--- config.mk ---
export PLATFORM = sky130hd
export DESIGN_NAME = cpu_bus_wrapper
export DESIGN_NICKNAME = d
export VERILOG_FILES = /design/src/verilog/bus_pkg.sv /design/src/verilog/cpu_bus_wrapper.sv /design/src/verilog/axil_arbiter.sv /design/src/verilog/lsu_port.sv /design/src/verilog/fetch_unit.sv
export VERILOG_INCLUDE_DIRS = /design/src /design/src/verilog
export SDC_FILE = /design/constraint.sdc
export NUM_CORES = 1
export LEC_CHECK = 0
export CAP_MARGIN = 20
export CORE_UTILIZATION = 53
export DETAILED_ROUTE_END_ITERATION = 8
export DONT_BUFFER_PORTS = 1
export GPL_TIMING_DRIVEN = 0
export PLACE_DENSITY = 0.7
export REMOVE_ABC_BUFFERS = 1
export SYNTH_ARGS = -nofsm -noshare
export SYNTH_HDL_FRONTEND = slang
export SYNTH_SLANG_ARGS = --single-unit
--- constraint.sdc ---
create_clock -name clock -period 4.08 [get_ports clock]
set_input_delay 0.204 -clock clock [delete_from_list [all_inputs] [get_ports clock]]
set_output_delay 0.204 -clock clock [all_outputs]
set_load 0.01 [all_outputs]
--- src/verilog/bus_settings.svh ---
`ifndef BUS_SETTINGS_SVH
`define BUS_SETTINGS_SVH

// Byte address width of every channel
`define BUS_ADDR_WIDTH 32

// Data width of read and write channels
`define BUS_DATA_WIDTH 32

// Address of the first instruction fetch
`define BUS_RESET_VECTOR 32'h8000_0000

// Entries in the instruction buffer
`define FETCH_DEPTH 4

// First address above the memory that answers with an error
`define BUS_MEM_TOP 32'h8000_1000

`endif
--- src/verilog/bus_pkg.sv ---
`include "bus_settings.svh"

package bus_pkg;

    // Read address channel payload
    typedef struct packed {
        logic [`BUS_ADDR_WIDTH-1:0] addr;
        logic [2:0]                 prot;       // Bit 2 marks instruction access
    } axil_ar_t;

    // Read data channel payload
    typedef struct packed {
        logic [`BUS_DATA_WIDTH-1:0] data;
        logic [1:0]                 resp;       // OKAY when zero
    } axil_r_t;

    typedef struct packed {
        logic [`BUS_ADDR_WIDTH-1:0] addr;
        logic [2:0]                 prot;
    } axil_aw_t;

    typedef struct packed {
        logic [`BUS_DATA_WIDTH-1:0]   data;
        logic [`BUS_DATA_WIDTH/8-1:0] strb;     // One bit per byte lane
    } axil_w_t;

    typedef struct packed {
        logic [1:0] resp;
    } axil_b_t;

    typedef enum logic {
        LSU_LOAD  = 1'b0,
        LSU_STORE = 1'b1
    } lsu_op_e;

    // Single load or store from the core side
    typedef struct packed {
        lsu_op_e                      op;
        logic [`BUS_ADDR_WIDTH-1:0]   addr;
        logic [`BUS_DATA_WIDTH-1:0]   wdata;    // Ignored for loads
        logic [`BUS_DATA_WIDTH/8-1:0] wstrb;
    } lsu_req_t;

    typedef struct packed {
        logic [`BUS_DATA_WIDTH-1:0] rdata;      // Zero for stores
        logic                       err;        // Any non-OKAY response
    } lsu_rsp_t;

    // One buffered instruction word
    typedef struct packed {
        logic [`BUS_ADDR_WIDTH-1:0] pc;
        logic [`BUS_DATA_WIDTH-1:0] data;
        logic                       err;
    } instr_t;

    typedef enum logic [1:0] {
        ARB_IDLE = 2'd0,                        // Waiting for a read request
        ARB_ADDR = 2'd1,                        // Address out on m_ar
        ARB_DATA = 2'd2                         // Waiting for m_r
    } arb_state_e;

    typedef enum logic [2:0] {
        LSU_IDLE  = 3'd0,
        LSU_RADDR = 3'd1,
        LSU_RDATA = 3'd2,
        LSU_WRITE = 3'd3,                       // AW and W in flight
        LSU_WRESP = 3'd4,
        LSU_DONE  = 3'd5                        // Holding the response
    } lsu_state_e;

endpackage

--- src/verilog/cpu_bus_wrapper.sv ---
`timescale 1ns/1ps
`include "bus_settings.svh"

module cpu_bus_wrapper (
    input  logic                       clock,
    input  logic                       rst,
    // Instruction stream
    output bus_pkg::instr_t            instr,
    output logic                       instr_valid,
    input  logic                       instr_ready,
    input  logic                       redirect_valid,
    input  logic [`BUS_ADDR_WIDTH-1:0] redirect_pc,
    // Load/store requests
    input  bus_pkg::lsu_req_t          lsu_req,
    input  logic                       lsu_req_valid,
    output logic                       lsu_req_ready,
    output bus_pkg::lsu_rsp_t          lsu_rsp,
    output logic                       lsu_rsp_valid,
    input  logic                       lsu_rsp_ready,
    // External AXI4-Lite master
    output bus_pkg::axil_ar_t          m_ar,
    output logic                       m_arvalid,
    input  logic                       m_arready,
    input  bus_pkg::axil_r_t           m_r,
    input  logic                       m_rvalid,
    output logic                       m_rready,
    output bus_pkg::axil_aw_t          m_aw,
    output logic                       m_awvalid,
    input  logic                       m_awready,
    output bus_pkg::axil_w_t           m_w,
    output logic                       m_wvalid,
    input  logic                       m_wready,
    input  bus_pkg::axil_b_t           m_b,
    input  logic                       m_bvalid,
    output logic                       m_bready
);
    import bus_pkg::*;

    axil_ar_t fetch_ar;                             // Fetch to arbiter
    logic     fetch_arvalid;
    logic     fetch_arready;
    axil_r_t  fetch_r;
    logic     fetch_rvalid;
    logic     fetch_rready;
    axil_ar_t lsu_ar;                               // Load/store to arbiter
    logic     lsu_arvalid;
    logic     lsu_arready;
    axil_r_t  lsu_r;
    logic     lsu_rvalid;
    logic     lsu_rready;
    axil_aw_t lsu_aw;
    logic     lsu_awvalid;
    logic     lsu_awready;
    axil_w_t  lsu_w;
    logic     lsu_wvalid;
    logic     lsu_wready;
    axil_b_t  lsu_b;
    logic     lsu_bvalid;
    logic     lsu_bready;

    // Port names match the nets above
    fetch_unit fetch_unit_u0 (.*);

    lsu_port lsu_port_u0 (.*);

    axil_arbiter axil_arbiter_u0 (.*);

endmodule

--- src/verilog/axil_arbiter.sv ---
`timescale 1ns/1ps

module axil_arbiter (
    input  logic                clock,
    input  logic                rst,
    // Fetch read side
    input  bus_pkg::axil_ar_t   fetch_ar,
    input  logic                fetch_arvalid,
    output logic                fetch_arready,
    output bus_pkg::axil_r_t    fetch_r,
    output logic                fetch_rvalid,
    input  logic                fetch_rready,
    // Load/store side
    input  bus_pkg::axil_ar_t   lsu_ar,
    input  logic                lsu_arvalid,
    output logic                lsu_arready,
    output bus_pkg::axil_r_t    lsu_r,
    output logic                lsu_rvalid,
    input  logic                lsu_rready,
    input  bus_pkg::axil_aw_t   lsu_aw,
    input  logic                lsu_awvalid,
    output logic                lsu_awready,
    input  bus_pkg::axil_w_t    lsu_w,
    input  logic                lsu_wvalid,
    output logic                lsu_wready,
    output bus_pkg::axil_b_t    lsu_b,
    output logic                lsu_bvalid,
    input  logic                lsu_bready,
    // External master
    output bus_pkg::axil_ar_t   m_ar,
    output logic                m_arvalid,
    input  logic                m_arready,
    input  bus_pkg::axil_r_t    m_r,
    input  logic                m_rvalid,
    output logic                m_rready,
    output bus_pkg::axil_aw_t   m_aw,
    output logic                m_awvalid,
    input  logic                m_awready,
    output bus_pkg::axil_w_t    m_w,
    output logic                m_wvalid,
    input  logic                m_wready,
    input  bus_pkg::axil_b_t    m_b,
    input  logic                m_bvalid,
    output logic                m_bready
);
    import bus_pkg::*;

    arb_state_e state_q;
    logic       grant_lsu_q;                        // Last winner and current owner of R
    axil_ar_t   ar_q;                               // Winning address
    logic       pick_lsu;
    logic       any_req;

    // Round robin between the two readers
    assign pick_lsu = lsu_arvalid && (!fetch_arvalid || !grant_lsu_q);
    assign any_req  = fetch_arvalid || lsu_arvalid;

    always_ff @(posedge clock) begin
        if (rst) begin
            state_q     <= ARB_IDLE;
            grant_lsu_q <= 1'b0;                    // Fetch counts as last winner
        end else begin
            unique case (state_q)
                ARB_IDLE: begin
                    if (any_req) begin
                        state_q     <= ARB_ADDR;
                        grant_lsu_q <= pick_lsu;
                    end
                end
                ARB_ADDR: if (m_arready) state_q <= ARB_DATA;
                ARB_DATA: if (m_rvalid && m_rready) state_q <= ARB_IDLE;
                default:  state_q <= ARB_IDLE;
            endcase
        end
    end

    always_ff @(posedge clock) begin
        if (state_q == ARB_IDLE && any_req) begin
            ar_q <= pick_lsu ? lsu_ar : fetch_ar;   // Held stable through ARB_ADDR
        end
    end

    // Winner is accepted in the request cycle
    assign fetch_arready = (state_q == ARB_IDLE) && fetch_arvalid && !pick_lsu;
    assign lsu_arready   = (state_q == ARB_IDLE) && pick_lsu;

    assign m_ar      = ar_q;
    assign m_arvalid = (state_q == ARB_ADDR);

    // Read data goes only to the grant holder
    assign fetch_r      = m_r;
    assign lsu_r        = m_r;
    assign fetch_rvalid = (state_q == ARB_DATA) && !grant_lsu_q && m_rvalid;
    assign lsu_rvalid   = (state_q == ARB_DATA) && grant_lsu_q && m_rvalid;
    assign m_rready     = (state_q == ARB_DATA) && (grant_lsu_q ? lsu_rready : fetch_rready);

    // Only the load/store port writes
    assign m_aw        = lsu_aw;
    assign m_awvalid   = lsu_awvalid;
    assign lsu_awready = m_awready;
    assign m_w         = lsu_w;
    assign m_wvalid    = lsu_wvalid;
    assign lsu_wready  = m_wready;
    assign lsu_b       = m_b;
    assign lsu_bvalid  = m_bvalid;
    assign m_bready    = lsu_bready;

endmodule

--- src/verilog/lsu_port.sv ---
`timescale 1ns/1ps

module lsu_port (
    input  logic                clock,
    input  logic                rst,
    input  bus_pkg::lsu_req_t   lsu_req,
    input  logic                lsu_req_valid,
    output logic                lsu_req_ready,
    output bus_pkg::lsu_rsp_t   lsu_rsp,
    output logic                lsu_rsp_valid,
    input  logic                lsu_rsp_ready,
    output bus_pkg::axil_ar_t   lsu_ar,
    output logic                lsu_arvalid,
    input  logic                lsu_arready,
    input  bus_pkg::axil_r_t    lsu_r,
    input  logic                lsu_rvalid,
    output logic                lsu_rready,
    output bus_pkg::axil_aw_t   lsu_aw,
    output logic                lsu_awvalid,
    input  logic                lsu_awready,
    output bus_pkg::axil_w_t    lsu_w,
    output logic                lsu_wvalid,
    input  logic                lsu_wready,
    input  bus_pkg::axil_b_t    lsu_b,
    input  logic                lsu_bvalid,
    output logic                lsu_bready
);
    import bus_pkg::*;

    localparam logic [2:0] PROT_DATA = 3'b000;      // Unprivileged data access

    lsu_state_e state_q;
    lsu_req_t   req_q;                              // Captured request
    lsu_rsp_t   rsp_q;
    logic       aw_done_q;                          // AW already accepted
    logic       w_done_q;                           // W already accepted
    logic       aw_done;
    logic       w_done;

    assign aw_done = aw_done_q || (lsu_awvalid && lsu_awready);
    assign w_done  = w_done_q || (lsu_wvalid && lsu_wready);

    always_ff @(posedge clock) begin
        if (rst) begin
            state_q   <= LSU_IDLE;
            aw_done_q <= 1'b0;
            w_done_q  <= 1'b0;
        end else begin
            unique case (state_q)
                LSU_IDLE: begin
                    if (lsu_req_valid) begin
                        if (lsu_req.op == LSU_STORE) state_q <= LSU_WRITE;
                        else state_q <= LSU_RADDR;
                    end
                end
                LSU_RADDR: if (lsu_arready) state_q <= LSU_RDATA;
                LSU_RDATA: if (lsu_rvalid) state_q <= LSU_DONE;
                LSU_WRITE: begin
                    if (aw_done && w_done) begin    // Both channels through
                        state_q   <= LSU_WRESP;
                        aw_done_q <= 1'b0;
                        w_done_q  <= 1'b0;
                    end else begin
                        aw_done_q <= aw_done;
                        w_done_q  <= w_done;
                    end
                end
                LSU_WRESP: if (lsu_bvalid) state_q <= LSU_DONE;
                LSU_DONE:  if (lsu_rsp_ready) state_q <= LSU_IDLE;
                default:   state_q <= LSU_IDLE;
            endcase
        end
    end

    always_ff @(posedge clock) begin
        if (lsu_req_valid && lsu_req_ready) req_q <= lsu_req;
        if (lsu_rvalid && lsu_rready) begin
            rsp_q <= '{rdata: lsu_r.data, err: |lsu_r.resp};
        end else if (lsu_bvalid && lsu_bready) begin
            rsp_q <= '{rdata: '0, err: |lsu_b.resp};   // Stores return no data
        end
    end

    assign lsu_req_ready = (state_q == LSU_IDLE);
    assign lsu_arvalid   = (state_q == LSU_RADDR);
    assign lsu_rready    = (state_q == LSU_RDATA);
    assign lsu_awvalid   = (state_q == LSU_WRITE) && !aw_done_q;  // Drops on its own handshake
    assign lsu_wvalid    = (state_q == LSU_WRITE) && !w_done_q;
    assign lsu_bready    = (state_q == LSU_WRESP);
    assign lsu_rsp_valid = (state_q == LSU_DONE);   // Held until taken
    assign lsu_rsp       = rsp_q;

    assign lsu_ar = '{addr: req_q.addr, prot: PROT_DATA};
    assign lsu_aw = '{addr: req_q.addr, prot: PROT_DATA};
    assign lsu_w  = '{data: req_q.wdata, strb: req_q.wstrb};

endmodule

--- src/verilog/fetch_unit.sv ---
`timescale 1ns/1ps
`include "bus_settings.svh"

module fetch_unit (
    input  logic                       clock,
    input  logic                       rst,
    input  logic                       redirect_valid,  // Single-cycle jump
    input  logic [`BUS_ADDR_WIDTH-1:0] redirect_pc,
    output bus_pkg::axil_ar_t          fetch_ar,
    output logic                       fetch_arvalid,
    input  logic                       fetch_arready,
    input  bus_pkg::axil_r_t           fetch_r,
    input  logic                       fetch_rvalid,
    output logic                       fetch_rready,
    output bus_pkg::instr_t            instr,
    output logic                       instr_valid,
    input  logic                       instr_ready
);
    import bus_pkg::*;

    localparam int         DEPTH      = `FETCH_DEPTH;
    localparam int         PTR_W      = (DEPTH > 1) ? $clog2(DEPTH) : 1;
    localparam logic [PTR_W:0] FULL   = (PTR_W + 1)'(DEPTH);
    localparam logic [2:0] PROT_INSTR = 3'b100;     // Unprivileged instruction fetch

    logic [`BUS_ADDR_WIDTH-1:0] next_pc_q;          // Address of the next read to issue
    logic [`BUS_ADDR_WIDTH-1:0] ar_addr_q;          // Address of the read in flight
    logic                       arvalid_q;
    logic                       outstanding_q;      // AR accepted, R pending
    logic                       discard_q;          // Drop the next response
    instr_t                     ibuf_q [DEPTH];
    logic [PTR_W-1:0]           wr_ptr_q;
    logic [PTR_W-1:0]           rd_ptr_q;
    logic [PTR_W:0]             count_q;
    logic                       ar_hs;
    logic                       r_hs;
    logic                       push;
    logic                       pop;
    logic                       issue;

    function automatic logic [PTR_W-1:0] ptr_inc(input logic [PTR_W-1:0] p);
        return (p == PTR_W'(DEPTH - 1)) ? '0 : p + 1'b1;   // Wrap for any depth
    endfunction

    assign ar_hs = fetch_arvalid && fetch_arready;
    assign r_hs  = fetch_rvalid && fetch_rready;
    assign push  = r_hs && !discard_q;              // Stale data never enters the buffer
    assign pop   = instr_valid && instr_ready;
    // One read at a time; room is reserved before the read goes out
    assign issue = !arvalid_q && !outstanding_q && !redirect_valid && (count_q < FULL);

    always_ff @(posedge clock) begin
        if (rst) begin
            arvalid_q     <= 1'b1;                  // First read right after reset
            ar_addr_q     <= `BUS_RESET_VECTOR;
            next_pc_q     <= `BUS_RESET_VECTOR + 4;
            outstanding_q <= 1'b0;
            discard_q     <= 1'b0;
        end else begin
            if (ar_hs) begin
                arvalid_q     <= 1'b0;
                outstanding_q <= 1'b1;
            end else if (issue) begin
                arvalid_q <= 1'b1;
                ar_addr_q <= next_pc_q;
                next_pc_q <= next_pc_q + 4;         // Sequential word fetch
            end
            if (r_hs) begin
                outstanding_q <= 1'b0;
                discard_q     <= 1'b0;
            end
            if (redirect_valid) begin
                next_pc_q <= redirect_pc;
                // Pending AR still goes out, its data is thrown away
                discard_q <= arvalid_q || (outstanding_q && !r_hs);
            end
        end
    end

    always_ff @(posedge clock) begin
        if (rst) begin
            wr_ptr_q <= '0;
            rd_ptr_q <= '0;
            count_q  <= '0;
        end else if (redirect_valid) begin
            wr_ptr_q <= '0;                         // Flush everything buffered
            rd_ptr_q <= '0;
            count_q  <= '0;
        end else begin
            if (push) wr_ptr_q <= ptr_inc(wr_ptr_q);
            if (pop) rd_ptr_q <= ptr_inc(rd_ptr_q);
            unique case ({push, pop})
                2'b10:   count_q <= count_q + 1'b1;
                2'b01:   count_q <= count_q - 1'b1;
                default: count_q <= count_q;        // Both or neither
            endcase
        end
    end

    always_ff @(posedge clock) begin
        if (push) begin
            ibuf_q[wr_ptr_q] <= '{pc: ar_addr_q, data: fetch_r.data, err: |fetch_r.resp};
        end
    end

    assign fetch_ar      = '{addr: ar_addr_q, prot: PROT_INSTR};
    assign fetch_arvalid = arvalid_q;
    assign fetch_rready  = outstanding_q;           // Slot already reserved
    assign instr_valid   = (count_q != '0);
    assign instr         = ibuf_q[rd_ptr_q];        // Head entry

endmodule

==> After elaboration in Yosys (flattened, before gate mapping) <==
Memories as Yosys holds them, arrays and structs flattened. A register that Yosys moved wholly into a read port is not among the register bits.
Cells that the tools add are included.
{ "classes": {"n_reduce_logical": 58, "magnitude_cmp": 1, "bitwise": 1, "add_sub_neg": 5, "n_mux": 32, "eq_ne": 21} }
{ "ops": {"columns": ["op", "count"], "rows": [
  ["2-to-1 mux 32 bit", 3],
  ["2-to-1 mux 33 bit", 2],
  ["2-to-1 mux 35 bit", 1],
  ["adder 32 x 3 -> 32 bit, second input constant", 1],
  ["logical AND 1 bit", 27],
  ["2-to-1 mux 3 bit", 6],
  ["one-hot mux 3 bit (6 select lines)", 1],
  ["2-to-1 mux 2 bit", 8],
  ["inequality test 2 x 1 -> 1 bit, second input constant", 5],
  ["inequality test 2 bit, second input constant", 5],
  ["nonzero test 2 bit", 5],
  ["logical NOT 1 bit", 9],
  ["2-to-1 mux 1 bit", 9],
  ["== test 2 bit, second input constant", 4],
  ["OR reduction 2 bit", 4],
  ["== test 3 x 2 -> 1 bit, second input constant", 2],
  ["== test 3 bit, second input constant", 2],
  ["one-hot mux 2 bit (3 select lines)", 1],
  ["one-hot mux 3 bit (2 select lines)", 1],
  ["AND reduction 2 bit", 3],
  ["AND reduction 6 bit", 1],
  ["logical OR 1 bit", 5],
  ["adder 2 x 1 -> 2 bit, second input constant", 2],
  ["== test 2 x 1 -> 1 bit, second input constant", 2],
  ["other kinds (9)", 9]
]} }
{ "word_totals": {"n_memories": 1, "ramBits": 260, "elab_cells": 139, "output_inout_bits": 212, "ff_bits": 218, "input_bits": 148} }
{ "mem_list": {"columns": ["memory", "depth", "width", "read_ports", "rd_ports_with_merged_regs", "wr", "line_no", "source"], "rows": [
  ["fetch_unit_u0.ibuf_q", 4, 65, 1, 1, 1, "fetch_unit.sv:31", "instr_t ibuf_q [DEPTH];"]
]} }

==> Longest topological paths before layout <==
{ "depth": {"word_depth": 8, "depth_mapped": 10, "ltp_nobuf": 10} }

==> Cells and area by module <==
From an unflattened synthesis, not the netlist that was laid out.
{ "unflattened": {"cells_unflattened": 1258, "area_unflattened_um2": 19891.6} }
{ "by_module_without_submodules": {"columns": ["mod", "cells_per_inst", "n_inst", "area_per_inst_um2"], "rows": [
  ["fetch_unit", 783, 1, 12992.5],
  ["lsu_port", 229, 1, 3936.3],
  ["axil_arbiter", 246, 1, 2962.8]
]} }

==> Worst setup path after synthesis <==
Ideal clock, no wire load.
{ "synth_path": {"kind": "register to register", "start": "register fetch_unit_u0.outstanding_q, in the netlist fetch_unit_u0.fetch_rready", "end": "memory fetch_unit_u0.ibuf_q[0][0] in the netlist's numbering, enable pin", "path_buffers": 0, "path_stages_with_launch": 5, "required_time_ns": 3.650, "t_arrival_ns": 2.618, "path_slack_ns": 1.032, "setup_time_ns": 0.430, "path_cell_list": "dfxtp_1 -> nor2b_1 -> nand3_1 -> nor2_1 -> and2_1"} }
{ "synth_via": {"elab_chain_cells": 4} }
{ "synth_rtl": {"columns": ["item", "line_no", "source"], "rows": [
  ["start, declared", "fetch_unit.sv:29", "logic outstanding_q;"],
  ["start signal, assigned", "fetch_unit.sv:57", "outstanding_q <= 1'b0;"],
  ["start signal, assigned", "fetch_unit.sv:62", "outstanding_q <= 1'b1;"],
  ["start signal, assigned", "fetch_unit.sv:69", "outstanding_q <= 1'b0;"],
  ["logical AND 1 bit", "fetch_unit.sv:46", "assign r_hs = fetch_rvalid && fetch_rready;"],
  ["logical AND 1 bit", "fetch_unit.sv:47", "assign push = r_hs && !discard_q;"],
  ["2-to-1 mux 1 bit", "fetch_unit.sv:101", "if (push) begin"],
  ["2-to-1 mux 1 bit (not written as such)", "fetch_unit.sv:102", "ibuf_q[wr_ptr_q] <= '{pc: ar_addr_q, data: fetch_r.data, err: |fetch_r.resp};"],
  ["end, declared", "fetch_unit.sv:31", null]
]} }
Every way passes these cells.

==> flow_summary.yaml <==
yosys:
  ys_top_cells_by_area: "edfxtp_1 (66%), dfxtp_1 (9.4%), mux4_2 (8.1%)"
  synth.top_cell.area_share: 0.658
  syn_inst: 1049
  yosysUniqueCellTypes: 57
  synth-seq-cells: 478
  yosysWarnings: 0
  synth_top_area_cell: "edfxtp_1"
  async_flop_share: 0
  synthFlopType: "edfxtp_1"
  yosysSeqAreaShare: 0.752
  syn_area_mm2: 0.0180
  ys_top_cells_by_count: "edfxtp_1 (394), nand2_1 (106), dfxtp_1 (84)"
  synth_edf_count: 394
  yosysMostFrequentCell: "edfxtp_1"
  syn_area_per_cell_um2: 17.1
layout:
  utilization: 0.654
  area_growth_pct: 21.6
  multi_input_area_mm2: 0.00422
  final_nets: 1369
  drive_gt1_frac: 0.176
  nFillCells: 2225
  regArea_mm2: 0.0135
pwr:
  ir_drop_v: 0.000503
  power_mw: 12.2
  p_per_area_mw_per_mm2: 557
  p_leak_nw: 7.13
run:
  max_cap_viol_count: 0
drt:
  drc: 0
  dr.first_iter.drc_count: 599
  via_per_inst: 5.63
  drt_pass1_iterations: 5
  drt_wl_total_um: 38900
  drt-wirelength-per-cell_um: 22.8
  via_count: 9589
  ant_nets: 0
setup_path:
  worstSetupStartpointType: "flop"
  cpPeakStageDelay_ns: 0.81
  crit_slowest_cell: "dfxtp_4"
  crit_type: "flop to output port"
  cp.required_ns: 3.88
  worstPathArrival_ns: 2.37
  end_kind: "output port"
  path_cells: "buf_16, mux4_2"
  path_max_fanout: 35
die:
  rows: 67
  start_util: 0.537
  dieArea_mm2: 0.0347
  fp.dieW_um: 186
  die_y_um: 186
  ios: 360
  core_mm2: 0.0334
status:
  status: "complete, no violations"
global_route:
  antenna_found_initial: 3
  grt_max_degree: 77
  grt_pass1_vias: 9885
  grt_pass1_wl_um: 57600
  grt_overflow: 0
  grt_usage: 0.223
placement:
  place.gp.congestion: 0.814
  place_hpwl_um: 23600
  port_buffers: 0
timing:
  slew_violations: 0
  setup_viol: 0
  clock_skew_ns: 0.0140
  rsz0062_at_grt: "false"
  min_period_over_period: 0.632
  hold_viol: 0
  final.min_clock_period_ns: 2.58
  worst_pin_slew_ns: 0.873
  slew-limit-headroom: 0.412
  max_clock_freq_mhz: 388
cts:
  cts_max_level: 2
  path_clk_slew_ns: 0.06
  cts_made_buffers: 49
  cts_tree: "done"
  cts-resized-gates: 0
  worstSkewPairLatency_ns: 0.56
  root_buffer: "clkbuf_16"
  cts_buffer_depth: 3
  clock_sinks: 478
min_path:
  hold_class: "primary input to flop"
## metrics by stage
| step | TNS (ns) | area (um2) | setup slack, ns | hold slack [ns] | std cells |
|---|---|---|---|---|---|
| floorplan | 0 | 17800 | 0.422 | 0.269 | 1000 |
| global placement | -232.62 | 18300 | -1.19 | 0.279 | 1448 |
| detailed placement | 0 | 18700 | 1.56 | 0.289 | 1463 |
| CTS | 0 | 21900 | 1.40 | 0.00359 | 1702 |
| global route | 0 | 21900 | 1.33 | 0.00197 | 1703 |
| finish | 0 | 21900 | 1.50 | 0.0193 | 1704 |
## power breakdown
part / internal (mW) / leakage [nW] / switching (mW)
Combinational: 0.506 / 2.06 / 0.757
Clock: 2.67 / 0.829 / 1.80
Sequential: 5.92 / 4.24 / 0.509
Total: 9.10 / 7.13 / 3.07
## state kept, by name, indices dropped and copies added (netlist names), 2 cells and up, named ones only
name / flops
axil_arbiter_u0.m_ar: 33
fetch_unit_u0.count_q: 3
lsu_port_u0.lsu_rsp: 33
lsu_port_u0.state_q: 3
fetch_unit_u0.wr_ptr_q: 2
fetch_unit_u0.ibuf_q: 260
fetch_unit_u0.next_pc_q: 32
lsu_port_u0.lsu_ar: 32
axil_arbiter_u0.state_q: 2
fetch_unit_u0.rd_ptr_q: 2
lsu_port_u0.lsu_w: 36
fetch_unit_u0.ar_addr_q: 32
## area by class of cell
class	instances	area share
Antenna cell	2	0.000229
Clock buffer	68	0.0661
Clock inverter	24	0.00962
Inverter	14	0.00240
Multi-Input combinational cell	508	0.193
Sequential cell	478	0.618
Tap cell	448	0.0256
Timing Repair Buffer	162	0.0844
## final timing paths
| path | start | endpoint | slack (ns) | cells past startpoint |
|---|---|---|---|---|
| setup / recovery | flop | instr[22] | 1.50 | 2 |
| setup reg to reg | lsu_port_u0.state_q[1]$_SDFFE_PP0P_ | lsu_port_u0.lsu_rsp[0]$_DFFE_PP_ | 1.51 | 7 |
| hold reg to reg | fetch_unit_u0.next_pc_q[0]$_SDFFE_PP0P_ | fetch_unit_u0.ar_addr_q[0]$_SDFFE_PP0P_ | 0.47 | 2 |
| hold / removal | lsu_req_valid | lsu_port_u0.lsu_ar[10]$_DFFE_PP_ | 0.02 | 1 |
## cell usage in the layout, fill, tap and decap left out, drive strengths merged, types with 19 or more instances in the layout
master | synthesis | routed
edfxtp | 394 | 394
dlygate4sd3 | 0 | 146
nand2 | 106 | 106
dfxtp | 84 | 84
clkbuf | 35 | 68
mux4 | 65 | 65
a21oi | 58 | 58
nor2 | 46 | 46
and2 | 38 | 38
mux2 | 35 | 35
clkinv | 0 | 19
## metal layers
metal | GRT usage | vias to the layer above | part of all wire
met4 | 0.0511 | 2 | 0.016
li1 | - | 4354 | -
met5 | 0 | - | 0.00033
met3 | 0.0641 | 57 | 0.081
met1 | 0.281 | 4804 | 0.40
met2 | 0.380 | 372 | 0.51
## kinds of logic after synthesis
kind of cell    Yosys count  synth area share
compound gates           94            0.0308
xor+xnor                 27            0.0132
fa+ha+maj                 8           0.00599
buf+inv                  67            0.0157
flops                   478             0.752
mux                     106             0.107
other cells               1          0.000209
simple gates            268            0.0758
## timing repair
action,in CTS,in global routing
buffers inserted,0,0
hold endpoints to repair,316,0
hold buffers,147,0
## worst max-delay path: cells and delay by family (launching register included)
kind | cells | cell delay (ns)
buffers and inverters | 1 | 0.35
DFF | 1 | 0.81
muxes | 1 | 0.61
No activity file was read; power rests on OpenSTA's default activity.
